<file path="config.mk">
export PLATFORM = sky130hd
export DESIGN_NAME = MipsCore
export DESIGN_NICKNAME = d
export VERILOG_FILES = /design/src/rtl/mipsCtrlPkg.sv /design/src/rtl/mipsIsaPkg.sv /design/src/rtl/Alu.sv /design/src/rtl/Controller.sv /design/src/rtl/LoadStoreUnit.sv /design/src/rtl/MipsCore.sv /design/src/rtl/NextPcUnit.sv /design/src/rtl/RegisterFile.sv
export VERILOG_INCLUDE_DIRS = /design/src /design/src/rtl
export SDC_FILE = /design/constraint.sdc
export NUM_CORES = 2
export LEC_CHECK = 0
export BUFFER_PORTS_ARGS = -buffer_cell sky130_fd_sc_hd__buf_2
export CORE_MARGIN = 1.5
export CORE_UTILIZATION = 25
export CTS_CLUSTER_SIZE = 16
export DETAILED_ROUTE_END_ITERATION = 16
export PLACE_DENSITY = 0.37
export SLEW_MARGIN = 20
export SYNTH_ARGS = -nofsm -noshare
export SYNTH_HDL_FRONTEND = slang
export SYNTH_SLANG_ARGS = --single-unit
</file>
<file path="constraint.sdc">
create_clock -name clk -period 20.1 [get_ports clk]
set_input_delay 2.01 -clock clk [delete_from_list [all_inputs] [get_ports clk]]
set_output_delay 2.01 -clock clk [all_outputs]
set_load 0.02 [all_outputs]
</file>
<file path="src/rtl/mipsCore_consts.svh">
`ifndef MIPS_CORE_CONSTS_SVH
`define MIPS_CORE_CONSTS_SVH

// Datapath word width
`define DATA_W 32

// Architectural register file
`define REG_CNT   32
`define REG_IDX_W 5

// First fetch address out of reset
`define RESET_PC 32'h0000_0000

`endif

</file>
<file path="src/rtl/mipsCtrlPkg.sv">
`default_nettype none

package mipsCtrlPkg;

    // Next-PC behaviour picked by the decoder
    typedef enum logic [3:0] {
        brBgez     = 4'd0,
        brBeq      = 4'd1,
        brBne      = 4'd2,
        brBgtz     = 4'd3,
        brBlez     = 4'd4,
        brBltz     = 4'd5,
        brJump     = 4'd6,
        brJumpReg  = 4'd7,
        brJumpLink = 4'd8,
        brNone     = 4'd10
    } branchKind_t;

    typedef enum logic [1:0] {
        accWord = 2'd0,
        accHalf = 2'd1,
        accByte = 2'd2
    } accessWidth_t;

    typedef enum logic [3:0] {
        aluAdd,
        aluSub,
        aluAnd,
        aluOr,
        aluXor,
        aluSlt,
        aluSll,
        aluSrl,
        aluMul
    } aluOp_t;

    // Source of the register write-back value
    typedef enum logic [1:0] {
        wbAlu  = 2'd0,
        wbLoad = 2'd1,
        wbLink = 2'd2
    } wbSel_t;

endpackage

`default_nettype wire

</file>
<file path="src/rtl/mipsIsaPkg.sv">
`default_nettype none

package mipsIsaPkg;

    // Primary opcodes handled by the decoder
    typedef enum logic [5:0] {
        opSpecial  = 6'h00,
        opRegimm   = 6'h01,
        opJ        = 6'h02,
        opJal      = 6'h03,
        opBeq      = 6'h04,
        opBne      = 6'h05,
        opBlez     = 6'h06,
        opBgtz     = 6'h07,
        opAddi     = 6'h08,
        opSlti     = 6'h0A,
        opOri      = 6'h0D,
        opXori     = 6'h0E,
        opSpecial2 = 6'h1C,
        opLb       = 6'h20,
        opLh       = 6'h21,
        opLw       = 6'h23,
        opSb       = 6'h28,
        opSh       = 6'h29,
        opSw       = 6'h2B
    } opcode_t;

    // Funct codes under SPECIAL
    typedef enum logic [5:0] {
        fnSll  = 6'h00,
        fnSrl  = 6'h02,
        fnJr   = 6'h08,
        fnAddu = 6'h21,
        fnSubu = 6'h23,
        fnAnd  = 6'h24,
        fnOr   = 6'h25,
        fnXor  = 6'h26,
        fnSlt  = 6'h2A
    } funct_t;

    // mul lives under SPECIAL2 and reuses the srl funct encoding
    localparam funct_t fnMul = funct_t'(6'h02);

    // REGIMM branches are told apart by the rt field
    localparam logic [4:0] rtBltz = 5'd0;
    localparam logic [4:0] rtBgez = 5'd1;

    // One fetched word, seen as R, I or J format
    typedef union packed {
        struct packed {
            opcode_t    opcode;
            logic [4:0] rs;
            logic [4:0] rt;
            logic [4:0] rd;
            logic [4:0] shamt;
            funct_t     funct;
        } rFormat;
        struct packed {
            opcode_t     opcode;
            logic [4:0]  rs;
            logic [4:0]  rt;
            logic [15:0] imm;
        } iFormat;
        struct packed {
            opcode_t     opcode;
            logic [25:0] target;
        } jFormat;
    } instrWord_t;

endpackage

`default_nettype wire

</file>
<file path="src/rtl/Alu.sv">
`timescale 1ns/10ps
`default_nettype none

`include "mipsCore_consts.svh"

module Alu (
    input  mipsCtrlPkg::aluOp_t  op,
    input  logic [`DATA_W-1:0]   a,
    input  logic [`DATA_W-1:0]   b,
    output logic [`DATA_W-1:0]   result
);

    import mipsCtrlPkg::*;

    // Shift amount comes from the low bits of a
    logic [4:0] shiftAmt;

    assign shiftAmt = a[4:0];

    always_comb begin
        result = '0;
        case (op)
            aluAdd: result = a + b;
            aluSub: result = a - b;
            aluAnd: result = a & b;
            aluOr:  result = a | b;
            aluXor: result = a ^ b;
            aluSlt: result[0] = ($signed(a) < $signed(b));
            aluSll: result = b << shiftAmt;
            aluSrl: result = b >> shiftAmt;
            // low word of the signed product
            aluMul: result = $signed(a) * $signed(b);
            default: result = '0;
        endcase
    end

endmodule

`default_nettype wire

</file>
<file path="src/rtl/Controller.sv">
`timescale 1ns/10ps
`default_nettype none

`include "mipsCore_consts.svh"

module Controller (
    input  mipsIsaPkg::opcode_t         opcode,
    input  mipsIsaPkg::funct_t          funct,
    input  logic [`REG_IDX_W-1:0]       rtField,
    output mipsCtrlPkg::branchKind_t    branchKind,
    output mipsCtrlPkg::aluOp_t         aluOp,
    output logic                        aluSrcShamt,
    output logic                        aluSrcImm,
    output logic                        signExt,
    output logic                        regDst,
    output logic                        regWrite,
    output mipsCtrlPkg::wbSel_t         wbSel,
    output logic                        readEn,
    output logic                        writeEn,
    output mipsCtrlPkg::accessWidth_t   accessWidth
);

    import mipsIsaPkg::*;
    import mipsCtrlPkg::*;

    always_comb begin
        // Inert defaults so an unknown opcode does nothing
        branchKind  = brNone;
        aluOp       = aluAdd;
        aluSrcShamt = 1'b0;
        aluSrcImm   = 1'b0;
        signExt     = 1'b0;
        regDst      = 1'b0;
        regWrite    = 1'b0;
        wbSel       = wbAlu;
        readEn      = 1'b0;
        writeEn     = 1'b0;
        accessWidth = accWord;

        case (opcode)
            ////////////////////////////////////////////////////////////////////////////
            // Register format
            opSpecial: begin
                regDst   = 1'b1;
                regWrite = 1'b1;
                case (funct)
                    fnAddu: aluOp = aluAdd;
                    fnSubu: aluOp = aluSub;
                    fnAnd:  aluOp = aluAnd;
                    fnOr:   aluOp = aluOr;
                    fnXor:  aluOp = aluXor;
                    fnSlt:  aluOp = aluSlt;
                    fnSll: begin
                        aluOp       = aluSll;
                        aluSrcShamt = 1'b1;
                    end
                    fnSrl: begin
                        aluOp       = aluSrl;
                        aluSrcShamt = 1'b1;
                    end
                    fnJr: begin
                        regWrite   = 1'b0;
                        branchKind = brJumpReg;
                    end
                    default: regWrite = 1'b0;
                endcase
            end

            opSpecial2: begin
                // Only mul is decoded here
                if (funct == fnMul) begin
                    aluOp    = aluMul;
                    regDst   = 1'b1;
                    regWrite = 1'b1;
                end
            end

            ////////////////////////////////////////////////////////////////////////////
            // Branches and jumps
            opRegimm: begin
                signExt = 1'b1;
                case (rtField)
                    rtBltz:  branchKind = brBltz;
                    rtBgez:  branchKind = brBgez;
                    default: branchKind = brNone;
                endcase
            end
            opBeq: begin
                signExt    = 1'b1;
                branchKind = brBeq;
            end
            opBne: begin
                signExt    = 1'b1;
                branchKind = brBne;
            end
            opBgtz: begin
                signExt    = 1'b1;
                branchKind = brBgtz;
            end
            opBlez: begin
                signExt    = 1'b1;
                branchKind = brBlez;
            end
            opJ: branchKind = brJump;
            opJal: begin
                branchKind = brJumpLink;
                regWrite   = 1'b1;
                wbSel      = wbLink;
            end

            ////////////////////////////////////////////////////////////////////////////
            // Immediate arithmetic
            opAddi, opSlti: begin
                aluOp     = (opcode == opSlti) ? aluSlt : aluAdd;
                aluSrcImm = 1'b1;
                signExt   = 1'b1;
                regWrite  = 1'b1;
            end
            // Logical immediates are zero-extended
            opOri, opXori: begin
                aluOp     = (opcode == opOri) ? aluOr : aluXor;
                aluSrcImm = 1'b1;
                regWrite  = 1'b1;
            end

            ////////////////////////////////////////////////////////////////////////////
            // Memory access, address is rs plus offset
            opLw, opLh, opLb: begin
                aluSrcImm = 1'b1;
                signExt   = 1'b1;
                readEn    = 1'b1;
                regWrite  = 1'b1;
                wbSel     = wbLoad;
                case (opcode)
                    opLh:    accessWidth = accHalf;
                    opLb:    accessWidth = accByte;
                    default: accessWidth = accWord;
                endcase
            end
            opSw, opSh, opSb: begin
                aluSrcImm = 1'b1;
                signExt   = 1'b1;
                writeEn   = 1'b1;
                case (opcode)
                    opSh:    accessWidth = accHalf;
                    opSb:    accessWidth = accByte;
                    default: accessWidth = accWord;
                endcase
            end

            default: ;
        endcase
    end

endmodule

`default_nettype wire

</file>
<file path="src/rtl/LoadStoreUnit.sv">
`timescale 1ns/10ps
`default_nettype none

`include "mipsCore_consts.svh"

module LoadStoreUnit (
    input  logic [`DATA_W-1:0]        addr,
    input  logic [`DATA_W-1:0]        storeData,
    input  logic                      readEn,
    input  logic                      writeEn,
    input  mipsCtrlPkg::accessWidth_t width,
    input  logic [`DATA_W-1:0]        dmemRData,
    output logic [`DATA_W-1:0]        dmemAddr,
    output logic [`DATA_W-1:0]        dmemWData,
    output logic [3:0]                dmemByteEn,
    output logic                      dmemWe,
    output logic                      dmemRe,
    output logic [`DATA_W-1:0]        loadData
);

    import mipsCtrlPkg::*;

    logic [3:0]  laneMask;
    logic [7:0]  loadByte;
    logic [15:0] loadHalf;

    assign dmemAddr = {addr[`DATA_W-1:2], 2'b00};
    assign dmemWe   = writeEn;
    assign dmemRe   = readEn;

    ////////////////////////////////////////////////////////////////////////////
    // Store side, big-endian so offset 0 is the top byte lane
    always_comb begin
        case (width)
            accByte: begin
                laneMask  = 4'b1000 >> addr[1:0];
                dmemWData = {4{storeData[7:0]}};
            end
            accHalf: begin
                laneMask  = addr[1] ? 4'b0011 : 4'b1100;
                dmemWData = {2{storeData[15:0]}};
            end
            default: begin
                laneMask  = 4'b1111;
                dmemWData = storeData;
            end
        endcase
    end

    assign dmemByteEn = (readEn || writeEn) ? laneMask : 4'b0000;

    ////////////////////////////////////////////////////////////////////////////
    // Load side
    assign loadByte = dmemRData[(3 - addr[1:0]) * 8 +: 8];
    assign loadHalf = addr[1] ? dmemRData[15:0] : dmemRData[31:16];

    always_comb begin
        case (width)
            accByte: loadData = {{(`DATA_W-8){loadByte[7]}}, loadByte};
            accHalf: loadData = {{(`DATA_W-16){loadHalf[15]}}, loadHalf};
            default: loadData = dmemRData;
        endcase
    end

endmodule

`default_nettype wire

</file>
<file path="src/rtl/MipsCore.sv">
`timescale 1ns/10ps
`default_nettype none

`include "mipsCore_consts.svh"

module MipsCore (
    input  logic               clk,
    input  logic               arstN,
    input  logic [`DATA_W-1:0] instr,
    input  logic [`DATA_W-1:0] dmemRData,
    output logic [`DATA_W-1:0] pc,
    output logic [`DATA_W-1:0] dmemAddr,
    output logic [`DATA_W-1:0] dmemWData,
    output logic [3:0]         dmemByteEn,
    output logic               dmemWe,
    output logic               dmemRe
);

    import mipsIsaPkg::*;
    import mipsCtrlPkg::*;

    instrWord_t instrWord;

    branchKind_t  branchKind;
    aluOp_t       aluOp;
    wbSel_t       wbSel;
    accessWidth_t accessWidth;
    logic         aluSrcShamt;
    logic         aluSrcImm;
    logic         signExt;
    logic         regDst;
    logic         regWrite;
    logic         readEn;
    logic         writeEn;

    logic [`REG_IDX_W-1:0] writeAddr;
    logic [`DATA_W-1:0]    writeData;
    logic [`DATA_W-1:0]    rsData;
    logic [`DATA_W-1:0]    rtData;
    logic [`DATA_W-1:0]    immExt;
    logic [`DATA_W-1:0]    aluA;
    logic [`DATA_W-1:0]    aluB;
    logic [`DATA_W-1:0]    aluResult;
    logic [`DATA_W-1:0]    loadData;
    logic [`DATA_W-1:0]    nextPc;
    logic [`DATA_W-1:0]    linkAddr;

    assign instrWord = instr;

    always_ff @(posedge clk or negedge arstN) begin
        if (!arstN) begin
            pc <= `RESET_PC;
        end else begin
            pc <= nextPc;
        end
    end

    Controller uController (
        .opcode      (instrWord.rFormat.opcode),
        .funct       (instrWord.rFormat.funct),
        .rtField     (instrWord.rFormat.rt),
        .branchKind  (branchKind),
        .aluOp       (aluOp),
        .aluSrcShamt (aluSrcShamt),
        .aluSrcImm   (aluSrcImm),
        .signExt     (signExt),
        .regDst      (regDst),
        .regWrite    (regWrite),
        .wbSel       (wbSel),
        .readEn      (readEn),
        .writeEn     (writeEn),
        .accessWidth (accessWidth)
    );

    ////////////////////////////////////////////////////////////////////////////
    // Operand selection
    assign immExt = signExt
        ? {{(`DATA_W-16){instrWord.iFormat.imm[15]}}, instrWord.iFormat.imm}
        : {{(`DATA_W-16){1'b0}}, instrWord.iFormat.imm};
    assign aluA = aluSrcShamt ? {{(`DATA_W-5){1'b0}}, instrWord.rFormat.shamt} : rsData;
    assign aluB = aluSrcImm ? immExt : rtData;

    Alu uAlu (
        .op     (aluOp),
        .a      (aluA),
        .b      (aluB),
        .result (aluResult)
    );

    NextPcUnit uNextPc (
        .pc       (pc),
        .rsData   (rsData),
        .rtData   (rtData),
        .offset   (immExt),
        .target   (instrWord.jFormat.target),
        .kind     (branchKind),
        .nextPc   (nextPc),
        .linkAddr (linkAddr)
    );

    // No memory traffic while held in reset
    LoadStoreUnit uLsu (
        .addr       (aluResult),
        .storeData  (rtData),
        .readEn     (readEn && arstN),
        .writeEn    (writeEn && arstN),
        .width      (accessWidth),
        .dmemRData  (dmemRData),
        .dmemAddr   (dmemAddr),
        .dmemWData  (dmemWData),
        .dmemByteEn (dmemByteEn),
        .dmemWe     (dmemWe),
        .dmemRe     (dmemRe),
        .loadData   (loadData)
    );

    ////////////////////////////////////////////////////////////////////////////
    // Write-back, link always goes to r31
    always_comb begin
        if (wbSel == wbLink) begin
            writeAddr = {`REG_IDX_W{1'b1}};
        end else begin
            writeAddr = regDst ? instrWord.rFormat.rd : instrWord.rFormat.rt;
        end
        case (wbSel)
            wbLoad:  writeData = loadData;
            wbLink:  writeData = linkAddr;
            default: writeData = aluResult;
        endcase
    end

    RegisterFile uRegFile (
        .clk       (clk),
        .arstN     (arstN),
        .rsAddr    (instrWord.rFormat.rs),
        .rtAddr    (instrWord.rFormat.rt),
        .writeAddr (writeAddr),
        .writeEn   (regWrite),
        .writeData (writeData),
        .rsData    (rsData),
        .rtData    (rtData)
    );

endmodule

`default_nettype wire

</file>
<file path="src/rtl/NextPcUnit.sv">
`timescale 1ns/10ps
`default_nettype none

`include "mipsCore_consts.svh"

module NextPcUnit (
    input  logic [`DATA_W-1:0]       pc,
    input  logic [`DATA_W-1:0]       rsData,
    input  logic [`DATA_W-1:0]       rtData,
    input  logic [`DATA_W-1:0]       offset,
    input  logic [25:0]              target,
    input  mipsCtrlPkg::branchKind_t kind,
    output logic [`DATA_W-1:0]       nextPc,
    output logic [`DATA_W-1:0]       linkAddr
);

    import mipsCtrlPkg::*;

    logic [`DATA_W-1:0] pcPlus4;
    logic [`DATA_W-1:0] branchTarget;
    logic [`DATA_W-1:0] jumpTarget;
    logic               taken;

    assign pcPlus4      = pc + `DATA_W'(4);
    assign branchTarget = pcPlus4 + {offset[`DATA_W-3:0], 2'b00};
    // Region bits from the delay-slot address
    assign jumpTarget   = {pcPlus4[`DATA_W-1 -: 4], target, 2'b00};
    assign linkAddr     = pcPlus4;

    ////////////////////////////////////////////////////////////////////////////
    // Branch conditions
    always_comb begin
        case (kind)
            brBgez:  taken = ($signed(rsData) >= 0);
            brBltz:  taken = ($signed(rsData) < 0);
            brBgtz:  taken = ($signed(rsData) > 0);
            brBlez:  taken = ($signed(rsData) <= 0);
            brBeq:   taken = (rsData == rtData);
            brBne:   taken = (rsData != rtData);
            default: taken = 1'b0;
        endcase
    end

    always_comb begin
        case (kind)
            brJump, brJumpLink: nextPc = jumpTarget;
            brJumpReg:          nextPc = rsData;
            default:            nextPc = taken ? branchTarget : pcPlus4;
        endcase
    end

endmodule

`default_nettype wire

</file>
<file path="src/rtl/RegisterFile.sv">
`timescale 1ns/10ps
`default_nettype none

`include "mipsCore_consts.svh"

module RegisterFile (
    input  logic                  clk,
    input  logic                  arstN,
    input  logic [`REG_IDX_W-1:0] rsAddr,
    input  logic [`REG_IDX_W-1:0] rtAddr,
    input  logic [`REG_IDX_W-1:0] writeAddr,
    input  logic                  writeEn,
    input  logic [`DATA_W-1:0]    writeData,
    output logic [`DATA_W-1:0]    rsData,
    output logic [`DATA_W-1:0]    rtData
);

    logic [`DATA_W-1:0] regs [`REG_CNT];

    always_ff @(posedge clk or negedge arstN) begin
        if (!arstN) begin
            for (int i = 0; i < `REG_CNT; i++) begin
                regs[i] <= '0;
            end
        end else if (writeEn && (writeAddr != '0)) begin
            regs[writeAddr] <= writeData;
        end
    end

    // Register zero is hardwired
    assign rsData = (rsAddr == '0) ? '0 : regs[rsAddr];
    assign rtData = (rtAddr == '0) ? '0 : regs[rtAddr];

endmodule

`default_nettype wire

</file>
==> summary.md <==
| Metric | Value |
|---|---|
| Area of the multi-input gates | 55400 sq um |
| Gr ovfl total | 0 |
| Flip-flop and latch area | 26400 sq um |
| Final hold slack | 398 ps |
| Reg2reg end | uRegFile.regs[93] |
| Final setup vio count | 0 |
| Cell count after synthesis | 8916 |
| FMAX | 60.1 MHz |
| Filler instances | 36.7k |
| Most frequent cells in the layout | nor2_1 (1101), dfrtp_1 (1056), nand2_1 (799) |
| Required time of the critical path | 18090 ps |
| Largest net degree at the start of global routing | 127 |
| Top FF cell, synth | dfrtp_1 |
| CP max stage cell | a2111oi_1 |
| Gpl congestion | 0.992 |
| Status | finished clean |
| Async set-reset flop share out of synthesis | 100% |
| Slew Limit Fails | 0 |
| H-tree Lvls | 3 |
| Initial antenna violation count | 41 |
| Num CTS Buffers | 119 |
| Nets@finish | 9501 |
| Area contributors post-synth | dfrtp_1 (30%), fa_1 (9.4%), mux4_2 (8.3%), mux2i_1 (6.9%), nor2_1 (4.9%) |
| Crit path launch type | input pin |
| Die ar. | 354000 sq um |
| Clk slew on worst S/H paths | 60 ps |
| Critical Path End Type | output pin |
| Hold Fails Final Rpt | 0 |
| Post-synth top area share | 30.2% |
| WL final | 458000 microns |
| Vias | 73.6k |
| EDFF count, synth | 0 |
| Commonest non-fill, non-tap cell in the layout | nor2_1 |
| TNS Setup | 0 ps |
| Vias in the first global route | 73.3k |
| DR vias/cell | 5.46 |
| Placement Rows | 217 |
| DRT iter0 DRCs | 7523 |
| YS warnings | 0 |
| Die W | 595 microns |
| Core Footprint | 349000 sq um |
| DRC violations left | 0 |
| Worst setup path endpoint | dmemAddr[31] |
| Synth area leader | dfrtp_1 |
| Clock buffer depth | 3 |
| Clock root buffer | clkbuf_16 |
| PortBufs | 165 |
| Insertion delay to the later sink of the worst-skew pair | 770 ps |
| Total track usage | 25.3% |
| Worst R2R Start | uRegFile.regs[4] |
| VDD IR max | 188 uV |
| Number of post-CTS setup repair buffers | 0 |
| Worst Clk Skew | 42.3 ps |
| Post-Syn Area | 87500 sq um |
| 1st-pass router iterations | 6 |
| Most used cell, CP | fa_1 |
| Post-synth cell types | 125 |
| Clock sinks | 1056 |
| Post_cts resized | 0 |
| Max Cap Viol | 0 |
| CP Launch Point | instr[18] |
| Final Cycle Share | 82.8% |
| Max FO, Critical Path | 25 |
| Worst slew margin | 20.3% |
| R2R cell count | 35 |
| Critical path class | in2out |
| Area growth syn-to-layout | 11.0% |
| P_leak | 42.8 nW |
| Post-route ant nets | 0 |
| Seq cells post-synth | 1056 |
| CP arrival | 14630 ps |
| Starting Density | 25.1% |
| Worst-margin pin slew | 1200 ps |
| CTS Hold Bufs | 0 |
| Worst Hold Class | reg2reg |
| CP peak stage delay | 950 ps |
| R2R setup slack | 7520 ps |
| I/O pin cnt | 168 |
| Sequential-to-total area share from yosys stat | 30.2% |
| Pwr/cell area | 113 nW/um^2 |
| Dpl hpwl | 327000 microns |
| Unrepaired setup endpoints after global routing | no |
| Final Core Density | 27.8% |
| CTS tree | built |
| Die Ht | 595 microns |
| Ratio of cells with drive above 1 in the final layout | 20.2% |
| Min Tclk post-route | 16640 ps |
| Post-Syn Area per Cell | 9.81 sq um |
| First-pass GRT wire length | 629000 microns |
| Per-cell routed wire length | 34.0 microns |
## report_power, final
group	internal (mW)	total [mW]	switching, mW
Sequential	2.45	2.74	0.288
Combinational	2.06	5.98	3.92
Clock	1.28	2.28	0.999
Total	5.80	11.0	5.20
## worst max-delay path, delay by kind of cell
| kind | cells | cell delay (ps) |
|---|---|---|
| XOR/XNOR | 1 | 190 |
| adder cells (fa/ha/maj) | 9 | 3710 |
| AND/OR/NAND/NOR | 8 | 3610 |
| AO/OA/AOI/OAI | 8 | 3190 |
| buffers and inverters | 9 | 1820 |
## cell type report
cell class | count | area share (%)
Clock inverter | 31 | 0.426
Clock buffer | 184 | 3.64
Antenna cell | 40 | 0.103
Multi-Input combinational cell | 6535 | 57.1
Tap cell | 4599 | 5.92
Timing Repair Buffer | 465 | 3.43
Sequential cell | 1056 | 27.2
Inverter | 567 | 2.19
## flip-flops by register name (all words and copies together) (netlist names)
name	cells
pc	32
uRegFile.regs	1024
## per-stage QoR
step | power (mW) | instance area [sq um] | instances | worst slack [ps]
floorplan | 6.27 | 87500 | 8917 | 6560
global placement | 8.65 | 92900 | 13200 | 1850
detailed placement | 8.67 | 93000 | 13200 | 3670
CTS | 11.0 | 96900 | 13400 | 3620
global route | 11.5 | 97100 | 13500 | 3140
finish | 11.0 | 97100 | 13500 | 3460
## synthesized netlist by cell type, types with 280 or more instances
master / n
nor2_1: 1138
dfrtp_1: 1056
nand2_1: 819
mux2i_1: 601
inv_1: 543
o21ai_0: 540
clkbuf_1: 411
fa_1: 411
mux2_2: 352
mux4_2: 323
a21oi_1: 305
ha_1: 280
## how the worst min path moves through the flow
stage / start / to / slack (ps) / depth (start not counted)
after global placement: uRegFile.regs[1013] / uRegFile.regs[1013] / 380 / 0
after detailed placement: uRegFile.regs[1013] / uRegFile.regs[1013] / 380 / 0
after CTS: uRegFile.regs[1013] / uRegFile.regs[1013] / 400 / 0
after global routing: uRegFile.regs[1019] / uRegFile.regs[1019] / 410 / 0
after floorplan: uRegFile.regs[1011] / uRegFile.regs[1011] / 440 / 1
final: uRegFile.regs[1012] / uRegFile.regs[1012] / 400 / 0
## per-layer routing
| metal | up-vias | global-route usage, % | part of all wire (%) |
|---|---|---|---|
| met5 | - | 0 | 0.019 |
| met4 | 12 | 14.1 | 6.6 |
| met3 | 900 | 3.93 | 6.2 |
| met2 | 3169 | 41.4 | 47 |
| met1 | 38600 | 31.8 | 41 |
| li1 | 30900 | - | - |
## kinds of logic (layout without fill, tap and decap cells)
group / after synthesis / in the layout / synth area share [%]
compound gates: 1862 / 1862 / 14.3
mux: 1355 / 1355 / 21.1
buf+inv: 1326 / 1247 / 7.20
flops: 1056 / 1056 / 30.2
xor+xnor: 178 / 178 / 1.88
simple gates: 2447 / 2447 / 12.0
other cells: 1 / 42 / 0.00429
fa+ha+maj: 691 / 691 / 13.4
(Power assumes the default switching activity.)
